--- src/memory/memInit.hex ---
// one 256-bit block per line, block 0 first; word 7 leftmost, word 0 rightmost
// the word at word address a reads D, a, 5, a with a as three hex digits
D0075007D0065006D0055005D0045004D0035003D0025002D0015001D0005000
D00F500FD00E500ED00D500DD00C500CD00B500BD00A500AD0095009D0085008
D0175017D0165016D0155015D0145014D0135013D0125012D0115011D0105010
D01F501FD01E501ED01D501DD01C501CD01B501BD01A501AD0195019D0185018
D0275027D0265026D0255025D0245024D0235023D0225022D0215021D0205020
D02F502FD02E502ED02D502DD02C502CD02B502BD02A502AD0295029D0285028
D0375037D0365036D0355035D0345034D0335033D0325032D0315031D0305030
D03F503FD03E503ED03D503DD03C503CD03B503BD03A503AD0395039D0385038
D0475047D0465046D0455045D0445044D0435043D0425042D0415041D0405040
D04F504FD04E504ED04D504DD04C504CD04B504BD04A504AD0495049D0485048
D0575057D0565056D0555055D0545054D0535053D0525052D0515051D0505050
D05F505FD05E505ED05D505DD05C505CD05B505BD05A505AD0595059D0585058
D0675067D0665066D0655065D0645064D0635063D0625062D0615061D0605060
D06F506FD06E506ED06D506DD06C506CD06B506BD06A506AD0695069D0685068
D0775077D0765076D0755075D0745074D0735073D0725072D0715071D0705070
D07F507FD07E507ED07D507DD07C507CD07B507BD07A507AD0795079D0785078
D0875087D0865086D0855085D0845084D0835083D0825082D0815081D0805080
D08F508FD08E508ED08D508DD08C508CD08B508BD08A508AD0895089D0885088
D0975097D0965096D0955095D0945094D0935093D0925092D0915091D0905090
D09F509FD09E509ED09D509DD09C509CD09B509BD09A509AD0995099D0985098
D0A750A7D0A650A6D0A550A5D0A450A4D0A350A3D0A250A2D0A150A1D0A050A0
D0AF50AFD0AE50AED0AD50ADD0AC50ACD0AB50ABD0AA50AAD0A950A9D0A850A8
D0B750B7D0B650B6D0B550B5D0B450B4D0B350B3D0B250B2D0B150B1D0B050B0
D0BF50BFD0BE50BED0BD50BDD0BC50BCD0BB50BBD0BA50BAD0B950B9D0B850B8
D0C750C7D0C650C6D0C550C5D0C450C4D0C350C3D0C250C2D0C150C1D0C050C0
D0CF50CFD0CE50CED0CD50CDD0CC50CCD0CB50CBD0CA50CAD0C950C9D0C850C8
D0D750D7D0D650D6D0D550D5D0D450D4D0D350D3D0D250D2D0D150D1D0D050D0
D0DF50DFD0DE50DED0DD50DDD0DC50DCD0DB50DBD0DA50DAD0D950D9D0D850D8
D0E750E7D0E650E6D0E550E5D0E450E4D0E350E3D0E250E2D0E150E1D0E050E0
D0EF50EFD0EE50EED0ED50EDD0EC50ECD0EB50EBD0EA50EAD0E950E9D0E850E8
D0F750F7D0F650F6D0F550F5D0F450F4D0F350F3D0F250F2D0F150F1D0F050F0
D0FF50FFD0FE50FED0FD50FDD0FC50FCD0FB50FBD0FA50FAD0F950F9D0F850F8
D1075107D1065106D1055105D1045104D1035103D1025102D1015101D1005100
D10F510FD10E510ED10D510DD10C510CD10B510BD10A510AD1095109D1085108
D1175117D1165116D1155115D1145114D1135113D1125112D1115111D1105110
D11F511FD11E511ED11D511DD11C511CD11B511BD11A511AD1195119D1185118
D1275127D1265126D1255125D1245124D1235123D1225122D1215121D1205120
D12F512FD12E512ED12D512DD12C512CD12B512BD12A512AD1295129D1285128
D1375137D1365136D1355135D1345134D1335133D1325132D1315131D1305130
D13F513FD13E513ED13D513DD13C513CD13B513BD13A513AD1395139D1385138
D1475147D1465146D1455145D1445144D1435143D1425142D1415141D1405140
D14F514FD14E514ED14D514DD14C514CD14B514BD14A514AD1495149D1485148
D1575157D1565156D1555155D1545154D1535153D1525152D1515151D1505150
D15F515FD15E515ED15D515DD15C515CD15B515BD15A515AD1595159D1585158
D1675167D1665166D1655165D1645164D1635163D1625162D1615161D1605160
D16F516FD16E516ED16D516DD16C516CD16B516BD16A516AD1695169D1685168
D1775177D1765176D1755175D1745174D1735173D1725172D1715171D1705170
D17F517FD17E517ED17D517DD17C517CD17B517BD17A517AD1795179D1785178
D1875187D1865186D1855185D1845184D1835183D1825182D1815181D1805180
D18F518FD18E518ED18D518DD18C518CD18B518BD18A518AD1895189D1885188
D1975197D1965196D1955195D1945194D1935193D1925192D1915191D1905190
D19F519FD19E519ED19D519DD19C519CD19B519BD19A519AD1995199D1985198
D1A751A7D1A651A6D1A551A5D1A451A4D1A351A3D1A251A2D1A151A1D1A051A0
D1AF51AFD1AE51AED1AD51ADD1AC51ACD1AB51ABD1AA51AAD1A951A9D1A851A8
D1B751B7D1B651B6D1B551B5D1B451B4D1B351B3D1B251B2D1B151B1D1B051B0
D1BF51BFD1BE51BED1BD51BDD1BC51BCD1BB51BBD1BA51BAD1B951B9D1B851B8
D1C751C7D1C651C6D1C551C5D1C451C4D1C351C3D1C251C2D1C151C1D1C051C0
D1CF51CFD1CE51CED1CD51CDD1CC51CCD1CB51CBD1CA51CAD1C951C9D1C851C8
D1D751D7D1D651D6D1D551D5D1D451D4D1D351D3D1D251D2D1D151D1D1D051D0
D1DF51DFD1DE51DED1DD51DDD1DC51DCD1DB51DBD1DA51DAD1D951D9D1D851D8
D1E751E7D1E651E6D1E551E5D1E451E4D1E351E3D1E251E2D1E151E1D1E051E0
D1EF51EFD1EE51EED1ED51EDD1EC51ECD1EB51EBD1EA51EAD1E951E9D1E851E8
D1F751F7D1F651F6D1F551F5D1F451F4D1F351F3D1F251F2D1F151F1D1F051F0
D1FF51FFD1FE51FED1FD51FDD1FC51FCD1FB51FBD1FA51FAD1F951F9D1F851F8

--- src/common/cachePkg.sv ---
// cache geometry constants, controller state codes, word, block and address types
`default_nettype none

package cachePkg;

  //////////////////////////////////////////////////
  // geometry
  //////////////////////////////////////////////////

  localparam int wordBits     = 32;
  localparam int wordSelBits  = 3;                        // word within a block
  localparam int wordsPerBlock = 1 << wordSelBits;
  localparam int indexBits    = 4;                        // cache line index
  localparam int cacheLines   = 1 << indexBits;
  localparam int tagBits      = 2;
  localparam int blockNumBits = tagBits + indexBits;      // tag and index together
  localparam int memBlocks    = 1 << blockNumBits;
  localparam int addrBits     = blockNumBits + wordSelBits;

  // backing store contents, one block per line
  localparam string memInitFile = "/design/src/memory/memInit.hex";

  // controller states
  localparam logic ctrlIdle = 1'b0;
  localparam logic ctrlFill = 1'b1; // waiting on a block from memory

  //////////////////////////////////////////////////
  // types
  //////////////////////////////////////////////////

  typedef logic [wordBits-1:0] word_t;

  // word 0 sits in the low bits
  typedef word_t [wordsPerBlock-1:0] block_t;

  // word address, seen flat or split into its fields
  typedef union packed {
    logic [addrBits-1:0] flat;
    struct packed {
      logic [tagBits-1:0]     tag;
      logic [indexBits-1:0]   index;
      logic [wordSelBits-1:0] wordSel;
    } part;
  } cacheAddr_t;

endpackage

`default_nettype wire

--- src/cache/tagStore.sv ---
// tag store: valid bit and tag per line, hit compare, install on fill
`timescale 1ns/100ps
`default_nettype none

module tagStore (
  input  logic                           clk,
  input  logic                           reset,
  input  logic [cachePkg::indexBits-1:0] index,
  input  logic [cachePkg::tagBits-1:0]   tag,
  input  logic                           fill,
  output logic                           lineHit
);
  import cachePkg::*;

  logic [cacheLines-1:0] valid;
  logic [tagBits-1:0]    tags [cacheLines];

  // present and same tag
  assign lineHit = valid[index] && (tags[index] == tag);

  //////////////////////////////////////////////////
  // valid bits
  //////////////////////////////////////////////////

  always_ff @(posedge clk) begin
    if (reset) begin
      valid <= '0;       // all lines empty
    end else if (fill) begin
      valid[index] <= 1'b1;
    end
  end

  //////////////////////////////////////////////////
  // tags
  //////////////////////////////////////////////////

  always_ff @(posedge clk) begin
    if (fill) begin
      tags[index] <= tag;
    end
  end

endmodule

`default_nettype wire

--- config.mk ---
export PLATFORM = sky130hd
export DESIGN_NAME = tagStore
export DESIGN_NICKNAME = d
export VERILOG_FILES = /design/src/common/cachePkg.sv /design/src/cache/tagStore.sv
export SDC_FILE = /design/constraint.sdc
export NUM_CORES = 1
export LEC_CHECK = 0
export BUFFER_PORTS_ARGS = -buffer_cell sky130_fd_sc_hd__buf_2
export CAP_MARGIN = 20
export CORE_MARGIN = 1.5
export CORE_UTILIZATION = 50
export CTS_BUF_LIST = sky130_fd_sc_hd__clkbuf_8
export CTS_CLUSTER_SIZE = 20
export DETAILED_ROUTE_END_ITERATION = 6
export PLACE_DENSITY = 0.73
export SLEW_MARGIN = 20
export SYNTH_ARGS = -nofsm -noshare
export SYNTH_HDL_FRONTEND = slang
export SYNTH_SLANG_ARGS = --single-unit
--- constraint.sdc ---
create_clock -name clk -period 2.16 [get_ports clk]
set_clock_uncertainty 0.15 [all_clocks]
set_input_delay 0.216 -clock clk [delete_from_list [all_inputs] [get_ports clk]]
set_output_delay 0.216 -clock clk [all_outputs]
set_load 0.01 [all_outputs]
==> insert_results.sql <==
INSERT INTO impl_metrics (metric_group, metric, value, unit) VALUES
('place', 'dp_cells', '186', ''),
('clock_network', 'clock_tree.htree_level_count', '2', ''),
('setup_path', 'timing.critical_path.arrival', '1.90', 'ns'),
('setup_path', 'critPathMaxStageDelay', '0.49', 'ns'),
('final_layout', 'layout.cells.most_common_list', '46 x sky130_fd_sc_hd__nor2_1, 32 x sky130_fd_sc_hd__edfxtp_1, 16 x sky130_fd_sc_hd__dfxtp_1, 8 x sky130_fd_sc_hd__buf_2', ''),
('synth', 'yosys_warnings', '0', ''),
('pwr', 'vdd_ir_drop_max', '0.587', 'mV'),
('final_layout', 'flow.area_growth_from_synthesis', '6.78', '%'),
('sta', 'timing_worst_slew_pin_value', '0.495', 'ns'),
('setup_path', 'worst-setup-path-type', 'reg2out', ''),
('synth', 'synth_xor_xnor_area_share', '0.0132', ''),
('setup_path', 'start_kind', 'flip-flop', ''),
('synth', 'synth-seq-area-share', '0.643', ''),
('clock_network', 'clock_latency', '0.30', 'ns'),
('synth', 'post_synthesis_compound_gate_area_fraction', '0.00440', ''),
('clock_network', 'max-clock-path-buffers', '2', ''),
('drt', 'detail_route.first_pass.iterations', '4', ''),
('setup_path', 'crit_path_cell_trace', 'mux4_2 > mux2i_1 > xor2_1 > a32oi_1 > nor2_1 > buf_2', ''),
('grt', 'grt_max_degree', '19', ''),
('synth', 'post_synth_instance_area', '1990', 'um^2'),
('run_status', 'status', 'complete, but fails checks', ''),
('sta', 'grt_setup_unrepaired', 'true', ''),
('die', 'fp.dieArea', '4370', 'um^2'),
('final_layout', 'layout.cells.non_filler', '194', ''),
('synth', 'synthesis.instances', '136', ''),
('die', 'ios', '10', ''),
('sta', 'hold_slack', '0.113', 'ns'),
('synth', 'simple_logic_cell_fraction_of_the_synthesized_area', '0.119', ''),
('synth', 'yosysUniqueCellTypes', '21', ''),
('clock_network', 'clock_sinks', '48', ''),
('synth', 'synth.net_count', '145', ''),
('clock_network', 'clk_transition_reported_paths', '0.08', 'ns'),
('grt', 'grt_first_pass_wirelength', '5490', 'um'),
('sta', 'setup_violations', '1', ''),
('synth', 'dominant_combinational_cell_family_by_area_after_synthesis', 'multiplexers', ''),
('drt', 'postRouteWirelength', '3390', 'um'),
('clock_network', 'cts_made_buffers', '5', ''),
('drt', 'drt_first_iter_violations', '56', ''),
('setup_path', 'critPathSlowestCell', 'sky130_fd_sc_hd__mux4_2', ''),
('die', 'core', '3740', 'um^2'),
('setup_path', 'critical_path_required', '1.79', 'ns'),
('synth', 'synth_ff_type', 'sky130_fd_sc_hd__edfxtp_1', ''),
('synth', 'synth_area_per_cell', '14.6', 'um^2'),
('sta', 'finalCritPeriodShare', '1.05', ''),
('setup_path', 'worst-path-max-fanout', '1', ''),
('final_layout', 'drive_above_1_share', '0.171', ''),
('sta', 'final_hold_viols', '0', ''),
('pwr', 'cellLeakagePower', '0.764', 'nW'),
('drt', 'route.detailed.vias_per_inst', '5.79', ''),
('synth', 'async_flop_share', '0', ''),
('job', 'max_cap_viol_count', '0', ''),
('final_layout', 'layout.cells.most_common', 'sky130_fd_sc_hd__nor2_1', ''),
('drt', 'route.detailed.wl_per_inst', '17.4', 'um'),
('place', 'placed_area', '2040', 'um^2'),
('drt', 'detailroute.via_count', '1124', ''),
('grt', 'number_of_global_route_vias_before_repair', '1120', ''),
('run_status', 'violations', 'negative setup slack', ''),
('clock_network', 'tritoncts_clock_tree', 'done', ''),
('final_layout', 'post-route-cell-area', '2130', 'um^2'),
('place', 'dpl.hpwl', '2300', 'um'),
('sta', 'worst_slew_margin_rel', '0.667', ''),
('final_layout', 'antenna_cells_inserted', '0', ''),
('die', 'fp-row-count', '22', ''),
('die', 'initial_utilization', '0.532', ''),
('synth', 'yosys.area_share.adder', '0', ''),
('sta', 'layout_setup_ws', '-0.110', 'ns'),
('sta', 'finalCriticalPeriod', '2.27', 'ns'),
('place', 'port-buffer-count', '9', ''),
('worst_hold_path', 'hp_class', 'in2reg', ''),
('sta', 'clock.fmax', '440', 'MHz'),
('pwr', 'fin_total_pwr', '0.00163', 'W');
## logic make-up after synthesis
group	Yosys count
multiplexers	19
AND/OR/NAND/NOR	57
buffers and inverters	8
flip-flops	48
AO/OA/AOI/OAI	1
XOR/XNOR	3
## per-stage QoR
step / setup TNS, ns / utilization
3_3_place_gp: -0.175 / 0.545
3_5_place_dp: -0.192 / 0.545
4_1_cts: -0.133 / 0.569
6_report: -0.110 / 0.568
2_1_floorplan: 0 / -
5_1_grt: -0.205 / 0.568
## power breakdown
group	switching [W]	internal [W]
Combinational	0.0000641	0.0000464
Clock	0.000270	0.000251
Sequential	0.00000614	0.000996
Total	0.000340	0.00129
## worst paths after layout
check	start	to	slack, ns	cells past startpoint
max	tags[15][0]$_DFFE_PP_	lineHit	-0.11	6
min	reset	valid[6]$_SDFFE_PP0P_	0.11	2
max reg2reg	valid[14]$_SDFFE_PP0P_	valid[14]$_SDFFE_PP0P_	1.40	2
min reg2reg	valid[11]$_SDFFE_PP0P_	valid[11]$_SDFFE_PP0P_	0.32	2
## final cells by class
class	count	area (um^2)
clock buffers	6	82.6
clock inverters	2	7.51
fillers	323	1620
multi-input cells	80	641
flip-flops and latches	48	1280
well taps	48	60.1
repair buffers	10	55.1
## flip-flops by register name (all words and copies together) (netlist names)
name   flops
valid     16
tags      32
## critical path, delay by kind of cell (launching register included)
family / cells / cell delay (ns)
simple gates: 1 / 0.11
flops: 1 / 0.38
buf+inv: 1 / 0.14
xor+xnor: 1 / 0.17
mux: 2 / 0.69
compound gates: 1 / 0.11
## timing repair
item | CTS | global route
pin swaps | 1 | 0
endpoints found under the setup margin | 1 | 1
setup buffers | 0 | 0
resized for setup | 2 | 3
hold buffers | 0 | 0
## cells in the mapped netlist (2+ instances only)
cell | count | share of area
sky130_fd_sc_hd__nor2_1 | 46 | 0.087
sky130_fd_sc_hd__edfxtp_1 | 32 | 0.48
sky130_fd_sc_hd__dfxtp_1 | 16 | 0.16
sky130_fd_sc_hd__mux4_1 | 9 | 0.12
sky130_fd_sc_hd__mux2i_1 | 6 | 0.030
sky130_fd_sc_hd__nor3_1 | 4 | 0.010
sky130_fd_sc_hd__mux4_2 | 3 | 0.034
sky130_fd_sc_hd__xor2_1 | 3 | 0.013
sky130_fd_sc_hd__buf_2 | 2 | 0.0050
sky130_fd_sc_hd__buf_6 | 2 | 0.011
sky130_fd_sc_hd__nand2b_1 | 2 | 0.0063
sky130_fd_sc_hd__nand3b_1 | 2 | 0.0075
## layer usage
| layer | global-route usage | part of all wire |
|---|---|---|
| met3 | 0.0426 | 0.060 |
| met1 | 0.235 | 0.43 |
| met2 | 0.261 | 0.47 |
| met5 | 0 | 0 |
| met4 | 0.122 | 0.030 |
Power figures use the tool's default switching activity.
