--- config.mk ---
export PLATFORM = sky130hd
export DESIGN_NAME = cacheCtrl
export DESIGN_NICKNAME = d
export VERILOG_FILES = /design/src/common/cachePkg.sv /design/src/cache/cacheCtrl.sv
export SDC_FILE = /design/constraint.sdc
export NUM_CORES = 1
export LEC_CHECK = 0
export BUFFER_PORTS_ARGS = -buffer_cell sky130_fd_sc_hd__buf_2
export CAP_MARGIN = 20
export CORE_AREA = 3 3 180 182
export DETAILED_ROUTE_END_ITERATION = 8
export DIE_AREA = 0 0 183 185
export GPL_TIMING_DRIVEN = 0
export PLACE_DENSITY = 0.49
export SLEW_MARGIN = 5
export SYNTH_ARGS = -nofsm -noshare
export SYNTH_HDL_FRONTEND = slang
export SYNTH_SLANG_ARGS = --single-unit
--- constraint.sdc ---
create_clock -name clk -period 6 [get_ports clk]
set_input_delay 0.3 -clock clk [delete_from_list [all_inputs] [get_ports clk]]
set_output_delay 0.3 -clock clk [all_outputs]
set_load 0.03 [all_outputs]
--- src/memory/memInit.hex ---
// one 256-bit block per line, block 0 first; word 7 leftmost, word 0 rightmost
// the word at word address a reads D, a, 5, a with a as three hex digits
D0075007D0065006D0055005D0045004D0035003D0025002D0015001D0005000
D00F500FD00E500ED00D500DD00C500CD00B500BD00A500AD0095009D0085008
D0175017D0165016D0155015D0145014D0135013D0125012D0115011D0105010
D01F501FD01E501ED01D501DD01C501CD01B501BD01A501AD0195019D0185018
D0275027D0265026D0255025D0245024D0235023D0225022D0215021D0205020
D02F502FD02E502ED02D502DD02C502CD02B502BD02A502AD0295029D0285028
D0375037D0365036D0355035D0345034D0335033D0325032D0315031D0305030
D03F503FD03E503ED03D503DD03C503CD03B503BD03A503AD0395039D0385038
D0475047D0465046D0455045D0445044D0435043D0425042D0415041D0405040
D04F504FD04E504ED04D504DD04C504CD04B504BD04A504AD0495049D0485048
D0575057D0565056D0555055D0545054D0535053D0525052D0515051D0505050
D05F505FD05E505ED05D505DD05C505CD05B505BD05A505AD0595059D0585058
D0675067D0665066D0655065D0645064D0635063D0625062D0615061D0605060
D06F506FD06E506ED06D506DD06C506CD06B506BD06A506AD0695069D0685068
D0775077D0765076D0755075D0745074D0735073D0725072D0715071D0705070
D07F507FD07E507ED07D507DD07C507CD07B507BD07A507AD0795079D0785078
D0875087D0865086D0855085D0845084D0835083D0825082D0815081D0805080
D08F508FD08E508ED08D508DD08C508CD08B508BD08A508AD0895089D0885088
D0975097D0965096D0955095D0945094D0935093D0925092D0915091D0905090
D09F509FD09E509ED09D509DD09C509CD09B509BD09A509AD0995099D0985098
D0A750A7D0A650A6D0A550A5D0A450A4D0A350A3D0A250A2D0A150A1D0A050A0
D0AF50AFD0AE50AED0AD50ADD0AC50ACD0AB50ABD0AA50AAD0A950A9D0A850A8
D0B750B7D0B650B6D0B550B5D0B450B4D0B350B3D0B250B2D0B150B1D0B050B0
D0BF50BFD0BE50BED0BD50BDD0BC50BCD0BB50BBD0BA50BAD0B950B9D0B850B8
D0C750C7D0C650C6D0C550C5D0C450C4D0C350C3D0C250C2D0C150C1D0C050C0
D0CF50CFD0CE50CED0CD50CDD0CC50CCD0CB50CBD0CA50CAD0C950C9D0C850C8
D0D750D7D0D650D6D0D550D5D0D450D4D0D350D3D0D250D2D0D150D1D0D050D0
D0DF50DFD0DE50DED0DD50DDD0DC50DCD0DB50DBD0DA50DAD0D950D9D0D850D8
D0E750E7D0E650E6D0E550E5D0E450E4D0E350E3D0E250E2D0E150E1D0E050E0
D0EF50EFD0EE50EED0ED50EDD0EC50ECD0EB50EBD0EA50EAD0E950E9D0E850E8
D0F750F7D0F650F6D0F550F5D0F450F4D0F350F3D0F250F2D0F150F1D0F050F0
D0FF50FFD0FE50FED0FD50FDD0FC50FCD0FB50FBD0FA50FAD0F950F9D0F850F8
D1075107D1065106D1055105D1045104D1035103D1025102D1015101D1005100
D10F510FD10E510ED10D510DD10C510CD10B510BD10A510AD1095109D1085108
D1175117D1165116D1155115D1145114D1135113D1125112D1115111D1105110
D11F511FD11E511ED11D511DD11C511CD11B511BD11A511AD1195119D1185118
D1275127D1265126D1255125D1245124D1235123D1225122D1215121D1205120
D12F512FD12E512ED12D512DD12C512CD12B512BD12A512AD1295129D1285128
D1375137D1365136D1355135D1345134D1335133D1325132D1315131D1305130
D13F513FD13E513ED13D513DD13C513CD13B513BD13A513AD1395139D1385138
D1475147D1465146D1455145D1445144D1435143D1425142D1415141D1405140
D14F514FD14E514ED14D514DD14C514CD14B514BD14A514AD1495149D1485148
D1575157D1565156D1555155D1545154D1535153D1525152D1515151D1505150
D15F515FD15E515ED15D515DD15C515CD15B515BD15A515AD1595159D1585158
D1675167D1665166D1655165D1645164D1635163D1625162D1615161D1605160
D16F516FD16E516ED16D516DD16C516CD16B516BD16A516AD1695169D1685168
D1775177D1765176D1755175D1745174D1735173D1725172D1715171D1705170
D17F517FD17E517ED17D517DD17C517CD17B517BD17A517AD1795179D1785178
D1875187D1865186D1855185D1845184D1835183D1825182D1815181D1805180
D18F518FD18E518ED18D518DD18C518CD18B518BD18A518AD1895189D1885188
D1975197D1965196D1955195D1945194D1935193D1925192D1915191D1905190
D19F519FD19E519ED19D519DD19C519CD19B519BD19A519AD1995199D1985198
D1A751A7D1A651A6D1A551A5D1A451A4D1A351A3D1A251A2D1A151A1D1A051A0
D1AF51AFD1AE51AED1AD51ADD1AC51ACD1AB51ABD1AA51AAD1A951A9D1A851A8
D1B751B7D1B651B6D1B551B5D1B451B4D1B351B3D1B251B2D1B151B1D1B051B0
D1BF51BFD1BE51BED1BD51BDD1BC51BCD1BB51BBD1BA51BAD1B951B9D1B851B8
D1C751C7D1C651C6D1C551C5D1C451C4D1C351C3D1C251C2D1C151C1D1C051C0
D1CF51CFD1CE51CED1CD51CDD1CC51CCD1CB51CBD1CA51CAD1C951C9D1C851C8
D1D751D7D1D651D6D1D551D5D1D451D4D1D351D3D1D251D2D1D151D1D1D051D0
D1DF51DFD1DE51DED1DD51DDD1DC51DCD1DB51DBD1DA51DAD1D951D9D1D851D8
D1E751E7D1E651E6D1E551E5D1E451E4D1E351E3D1E251E2D1E151E1D1E051E0
D1EF51EFD1EE51EED1ED51EDD1EC51ECD1EB51EBD1EA51EAD1E951E9D1E851E8
D1F751F7D1F651F6D1F551F5D1F451F4D1F351F3D1F251F2D1F151F1D1F051F0
D1FF51FFD1FE51FED1FD51FDD1FC51FCD1FB51FBD1FA51FAD1F951F9D1F851F8

--- src/common/cachePkg.sv ---
// cache geometry constants, controller state codes, word, block and address types
`default_nettype none

package cachePkg;

  //////////////////////////////////////////////////
  // geometry
  //////////////////////////////////////////////////

  localparam int wordBits     = 32;
  localparam int wordSelBits  = 3;                        // word within a block
  localparam int wordsPerBlock = 1 << wordSelBits;
  localparam int indexBits    = 4;                        // cache line index
  localparam int cacheLines   = 1 << indexBits;
  localparam int tagBits      = 2;
  localparam int blockNumBits = tagBits + indexBits;      // tag and index together
  localparam int memBlocks    = 1 << blockNumBits;
  localparam int addrBits     = blockNumBits + wordSelBits;

  // backing store contents, one block per line
  localparam string memInitFile = "/design/src/memory/memInit.hex";

  // controller states
  localparam logic ctrlIdle = 1'b0;
  localparam logic ctrlFill = 1'b1; // waiting on a block from memory

  //////////////////////////////////////////////////
  // types
  //////////////////////////////////////////////////

  typedef logic [wordBits-1:0] word_t;

  // word 0 sits in the low bits
  typedef word_t [wordsPerBlock-1:0] block_t;

  // word address, seen flat or split into its fields
  typedef union packed {
    logic [addrBits-1:0] flat;
    struct packed {
      logic [tagBits-1:0]     tag;
      logic [indexBits-1:0]   index;
      logic [wordSelBits-1:0] wordSel;
    } part;
  } cacheAddr_t;

endpackage

`default_nettype wire

--- src/cache/cacheCtrl.sv ---
// cache controller: request accept, miss fill sequence, write-through, response registers
`timescale 1ns/100ps
`default_nettype none

module cacheCtrl (
  input  logic                              clk,
  input  logic                              reset,
  input  logic                              req,
  input  logic                              write,
  input  cachePkg::cacheAddr_t              addr,
  input  cachePkg::word_t                   writeData,
  input  logic                              lineHit,
  input  cachePkg::word_t                   lineWord,
  input  cachePkg::block_t                  memBlock,
  output logic [cachePkg::indexBits-1:0]    index,
  output logic [cachePkg::tagBits-1:0]      tag,
  output logic [cachePkg::wordSelBits-1:0]  wordSel,
  output logic                              fill,
  output logic                              wordWrite,
  output cachePkg::word_t                   cacheWriteData,
  output logic                              memRead,
  output logic [cachePkg::blockNumBits-1:0] blockNum,
  output logic                              memWrite,
  output cachePkg::cacheAddr_t              memAddr,
  output cachePkg::word_t                   memWriteData,
  output logic                              busy,
  output logic                              done,
  output logic                              hit,
  output cachePkg::word_t                   readData
);
  import cachePkg::*;

  logic       state;
  logic       accept;
  cacheAddr_t liveAddr;
  cacheAddr_t addrQ;    // accepted request
  word_t      dataQ;
  logic       rspValid; // hit read or write answers next edge
  logic       rspRead;
  logic       rspHit;
  word_t      rspWord;

  assign accept   = req && !busy;
  // held address while a request is in flight, else the one on the port
  assign liveAddr = busy ? addrQ : addr;

  assign index   = liveAddr.part.index;
  assign tag     = liveAddr.part.tag;
  assign wordSel = liveAddr.part.wordSel;

  assign blockNum       = {addrQ.part.tag, addrQ.part.index};
  assign memAddr        = addrQ;
  assign memWriteData   = dataQ;
  assign cacheWriteData = dataQ; // same word goes to both sides

  //////////////////////////////////////////////////
  // sequencing
  //////////////////////////////////////////////////

  always_ff @(posedge clk) begin
    if (reset) begin
      state     <= ctrlIdle;
      busy      <= 1'b0;
      done      <= 1'b0;
      hit       <= 1'b0;
      fill      <= 1'b0;
      wordWrite <= 1'b0;
      memRead   <= 1'b0;
      memWrite  <= 1'b0;
      rspValid  <= 1'b0;
    end else begin
      done      <= 1'b0;
      fill      <= 1'b0;
      wordWrite <= 1'b0;
      memRead   <= 1'b0;
      memWrite  <= 1'b0;
      rspValid  <= 1'b0;
      if (rspValid) begin
        done <= 1'b1;
        hit  <= rspHit;
        busy <= 1'b0;        // frees the port after a write
      end
      if (state == ctrlFill) begin
        if (memRead) begin
          fill <= 1'b1;      // block lands this edge, install next
        end else if (fill) begin
          state <= ctrlIdle;
          busy  <= 1'b0;
          done  <= 1'b1;
          hit   <= rspHit;
        end
      end else if (accept) begin
        if (write) begin
          memWrite  <= 1'b1;
          wordWrite <= lineHit; // no allocate on a write miss
          busy      <= 1'b1;
          rspValid  <= 1'b1;
        end else if (lineHit) begin
          rspValid <= 1'b1;
        end else begin
          memRead <= 1'b1;
          busy    <= 1'b1;
          state   <= ctrlFill;
        end
      end
    end
  end

  //////////////////////////////////////////////////
  // request and response payload
  //////////////////////////////////////////////////

  always_ff @(posedge clk) begin
    if (accept) begin
      addrQ   <= addr;
      dataQ   <= writeData;
      rspRead <= !write;
      rspHit  <= lineHit;  // hit as seen at request time
      rspWord <= lineWord;
    end
    if (rspValid && rspRead) begin
      readData <= rspWord;
    end
    if (state == ctrlFill && fill) begin
      readData <= memBlock[addrQ.part.wordSel]; // word out of the fresh block
    end
  end

endmodule

`default_nettype wire

==> flow_summary.yaml <==
outcome:
  outcome: "complete, no violations"
setup_path:
  arrival_ps: 2540
  cp-end-kind: "flop"
  r2r_cells: 4
  path_class: "flop to flop"
  cp_max_fo: 10
  cp.required_ps: 6150
  start_kind: "flop"
detailed_routing:
  vias: 5893
  finalWirelength_mm: 28.73
  viasPerCell: 4.295
  wire_per_inst_um: 20.94
  drt_iter0_drc: 200
  firstDrtPassIters: 6
  ant_nets: 0
  drc_errors: 0
global_routing:
  grt_pass1_wl_mm: 38.93
  grt_usage_pct: 15.94
  overflow: 0
  grt_max_degree: 30
  grt_pass1_vias: 6160
  grt_antenna_before_repair: 1
cells_and_area:
  multi_input_area_um2: 2454
  final_core_util_pct: 31.82
  synthToLayoutAreaGrowth_pct: 54.58
  drive_above_1_share_pct: 64.14
  final.fill_count: 3236
  fin_nets: 1297
  regArea_um2: 3393
  diodes: 0
logic_synthesis:
  synth_area_um2: 6330
  synth.area.top_cells: "edfxtp_1, mux2_2, mux2i_1, buf_4, a22o_1"
  synth_flop_cell: "edfxtp_1"
  synth_commonest_cells: "edfxtp_1, mux2_2, mux2i_1"
  synthArstFlopShare_pct: 0
  synth_top_area_share_pct: 50.76
  postSynthAreaPerCell_um2: 13.16
  post-synth-top-area-cell: "edfxtp_1"
  yosysWarnings: 0
  synth-seq-area-share_pct: 53.61
  syn_inst: 481
  synth_most_common_cell: "edfxtp_1"
  syn-num-nets: 815
  synth.distinct_cells: 25
  synth-edff-count: 107
  synth_seq_cells: 116
pwr:
  ir_worst_vdd_mv: 0.1465
  power-per-cell-area_nw_per_um2: 262.1
  p_leak_nw: 4.586
  power_w: 0.002565
sta:
  hold-worst-slack_ps: 53.42
  finClkSkew_ps: 12.52
  period_needed_ps: 2386
  timing.fmax_ghz: 0.4191
  finalCritPeriodShare_pct: 39.77
  max_slew_margin_pct: 44.94
  rsz0062_at_grt: "no"
  setup_tns_ps: 0
  slew_violations: 0
  finalSetupViolCount: 0
  tightest_slew_ps: 824.1
  fin_ws_ps: 3614
  finalHoldViolations: 0
cts:
  cts_buffer_depth: 2
  cts_setup_buffers: 0
  clkLatencyLatePin_ps: 410
  h-tree-depth: 4
  cts_made_buffers: 17
  root_buffer: "clkbuf_16"
  cts_tree: "done"
  clk_pin_slew_ps: 70
  cts.sinks: 116
  cts_resized: 0
  hold_buffers: 0
placement:
  portBuffers: 460
  hpwl_mm: 22.93
  dpl_worst_slack_ps: 3603
  gp_congestion: 0.7433
min_path:
  hp-class: "input port to flop"
  holdPathStages: 1
floorplanning:
  num_io_pins: 461
  die_w_um: 183
  start_util_pct: 20.59
  core_um2: 30750
  die_h_um: 185
  num_rows: 64
  dieArea_um2: 33860
run:
  drv_cap: 0
==> layout make-up <==
class | instances | area share (%)
plain buffers | 73 | 4.923
well taps | 396 | 5.064
inverters | 3 | 0.1151
repair buffers | 463 | 24.14
clock inverters | 15 | 1.650
clock buffers | 17 | 4.348
multi-input cells | 289 | 25.08
flip-flops and latches | 116 | 34.68
==> sequential cells by signal (all words and copies together), names as in the netlist, 9 cells and up <==
| register | count |
|---|---|
| rspWord | 32 |
| readData | 32 |
| memAddr | 9 |
| cacheWriteData | 32 |
==> cells in the final DEF (no fill, tap or decap), types with 3 or more instances in the layout <==
cell type    n
mux2i_1     64
inv_8        4
nand2_1     35
buf_6        4
edfxtp_1   107
inv_1        3
buf_4       47
mux2_2      73
clkinv_4     5
clkbuf_1    20
nor2_1       4
dfxtp_1      9
buf_2      461
a21oi_1      3
a22o_1      32
clkbuf_16   17
o22ai_1     32
inv_6        4
o31ai_1     32
buf_12       3
==> worst paths after layout <==
check,from,end,slack (ps)
min,writeData[14],cacheWriteData[14]$_DFFE_PP_,50
max reg2reg,memAddr[2]$_DFFE_PP_,readData[29]$_DFFE_PP_,3610
max,memAddr[2]$_DFFE_PP_,readData[29]$_DFFE_PP_,3610
min reg2reg,rspWord[27]$_DFFE_PP_,readData[27]$_DFFE_PP_,520
==> kinds of logic (layout without fill, tap and decap cells) <==
| logic type | Yosys count | after routing | share of synthesized area (%) |
|---|---|---|---|
| multiplexers | 137 | 137 | 23.11 |
| AO/OA/AOI/OAI | 102 | 102 | 11.98 |
| buffers and inverters | 76 | 571 | 7.788 |
| flip-flops | 116 | 116 | 53.61 |
| AND/OR/NAND/NOR | 50 | 50 | 3.518 |
==> per-stage QoR <==
step | instances | area, µm²
floorplan | 481 | 6330
global placement | 1337 | 9128
detailed placement | 1340 | 9198
CTS | 1372 | 9784
global route | 1372 | 9784
finish | 1372 | 9784
==> layer usage <==
metal | up-vias | global-route usage [%] | wire (µm)
li1 | 2813 | - | -
met2 | 297 | 29.30 | 14760
met1 | 2770 | 18.91 | 11760
met5 | - | 0 | 13
met3 | 11 | 3.751 | 1941
met4 | 2 | 3.565 | 255
==> where the power goes <==
part / internal [W] / switching, W / leakage (nW)
clock: 0.000590 / 0.000442 / 0.287
sequential: 0.000943 / 0.0000222 / 1.09
combinational: 0.000249 / 0.000318 / 3.21
total: 0.00178 / 0.000782 / 4.59
==> critical path, cell delays in order, from the launching register on <==
cell	delay (ps)
edfxtp_1	500
nand2_1	390
clkbuf_1	560
o22ai_1	230
o31ai_1	450
(Power assumes the default switching activity.)
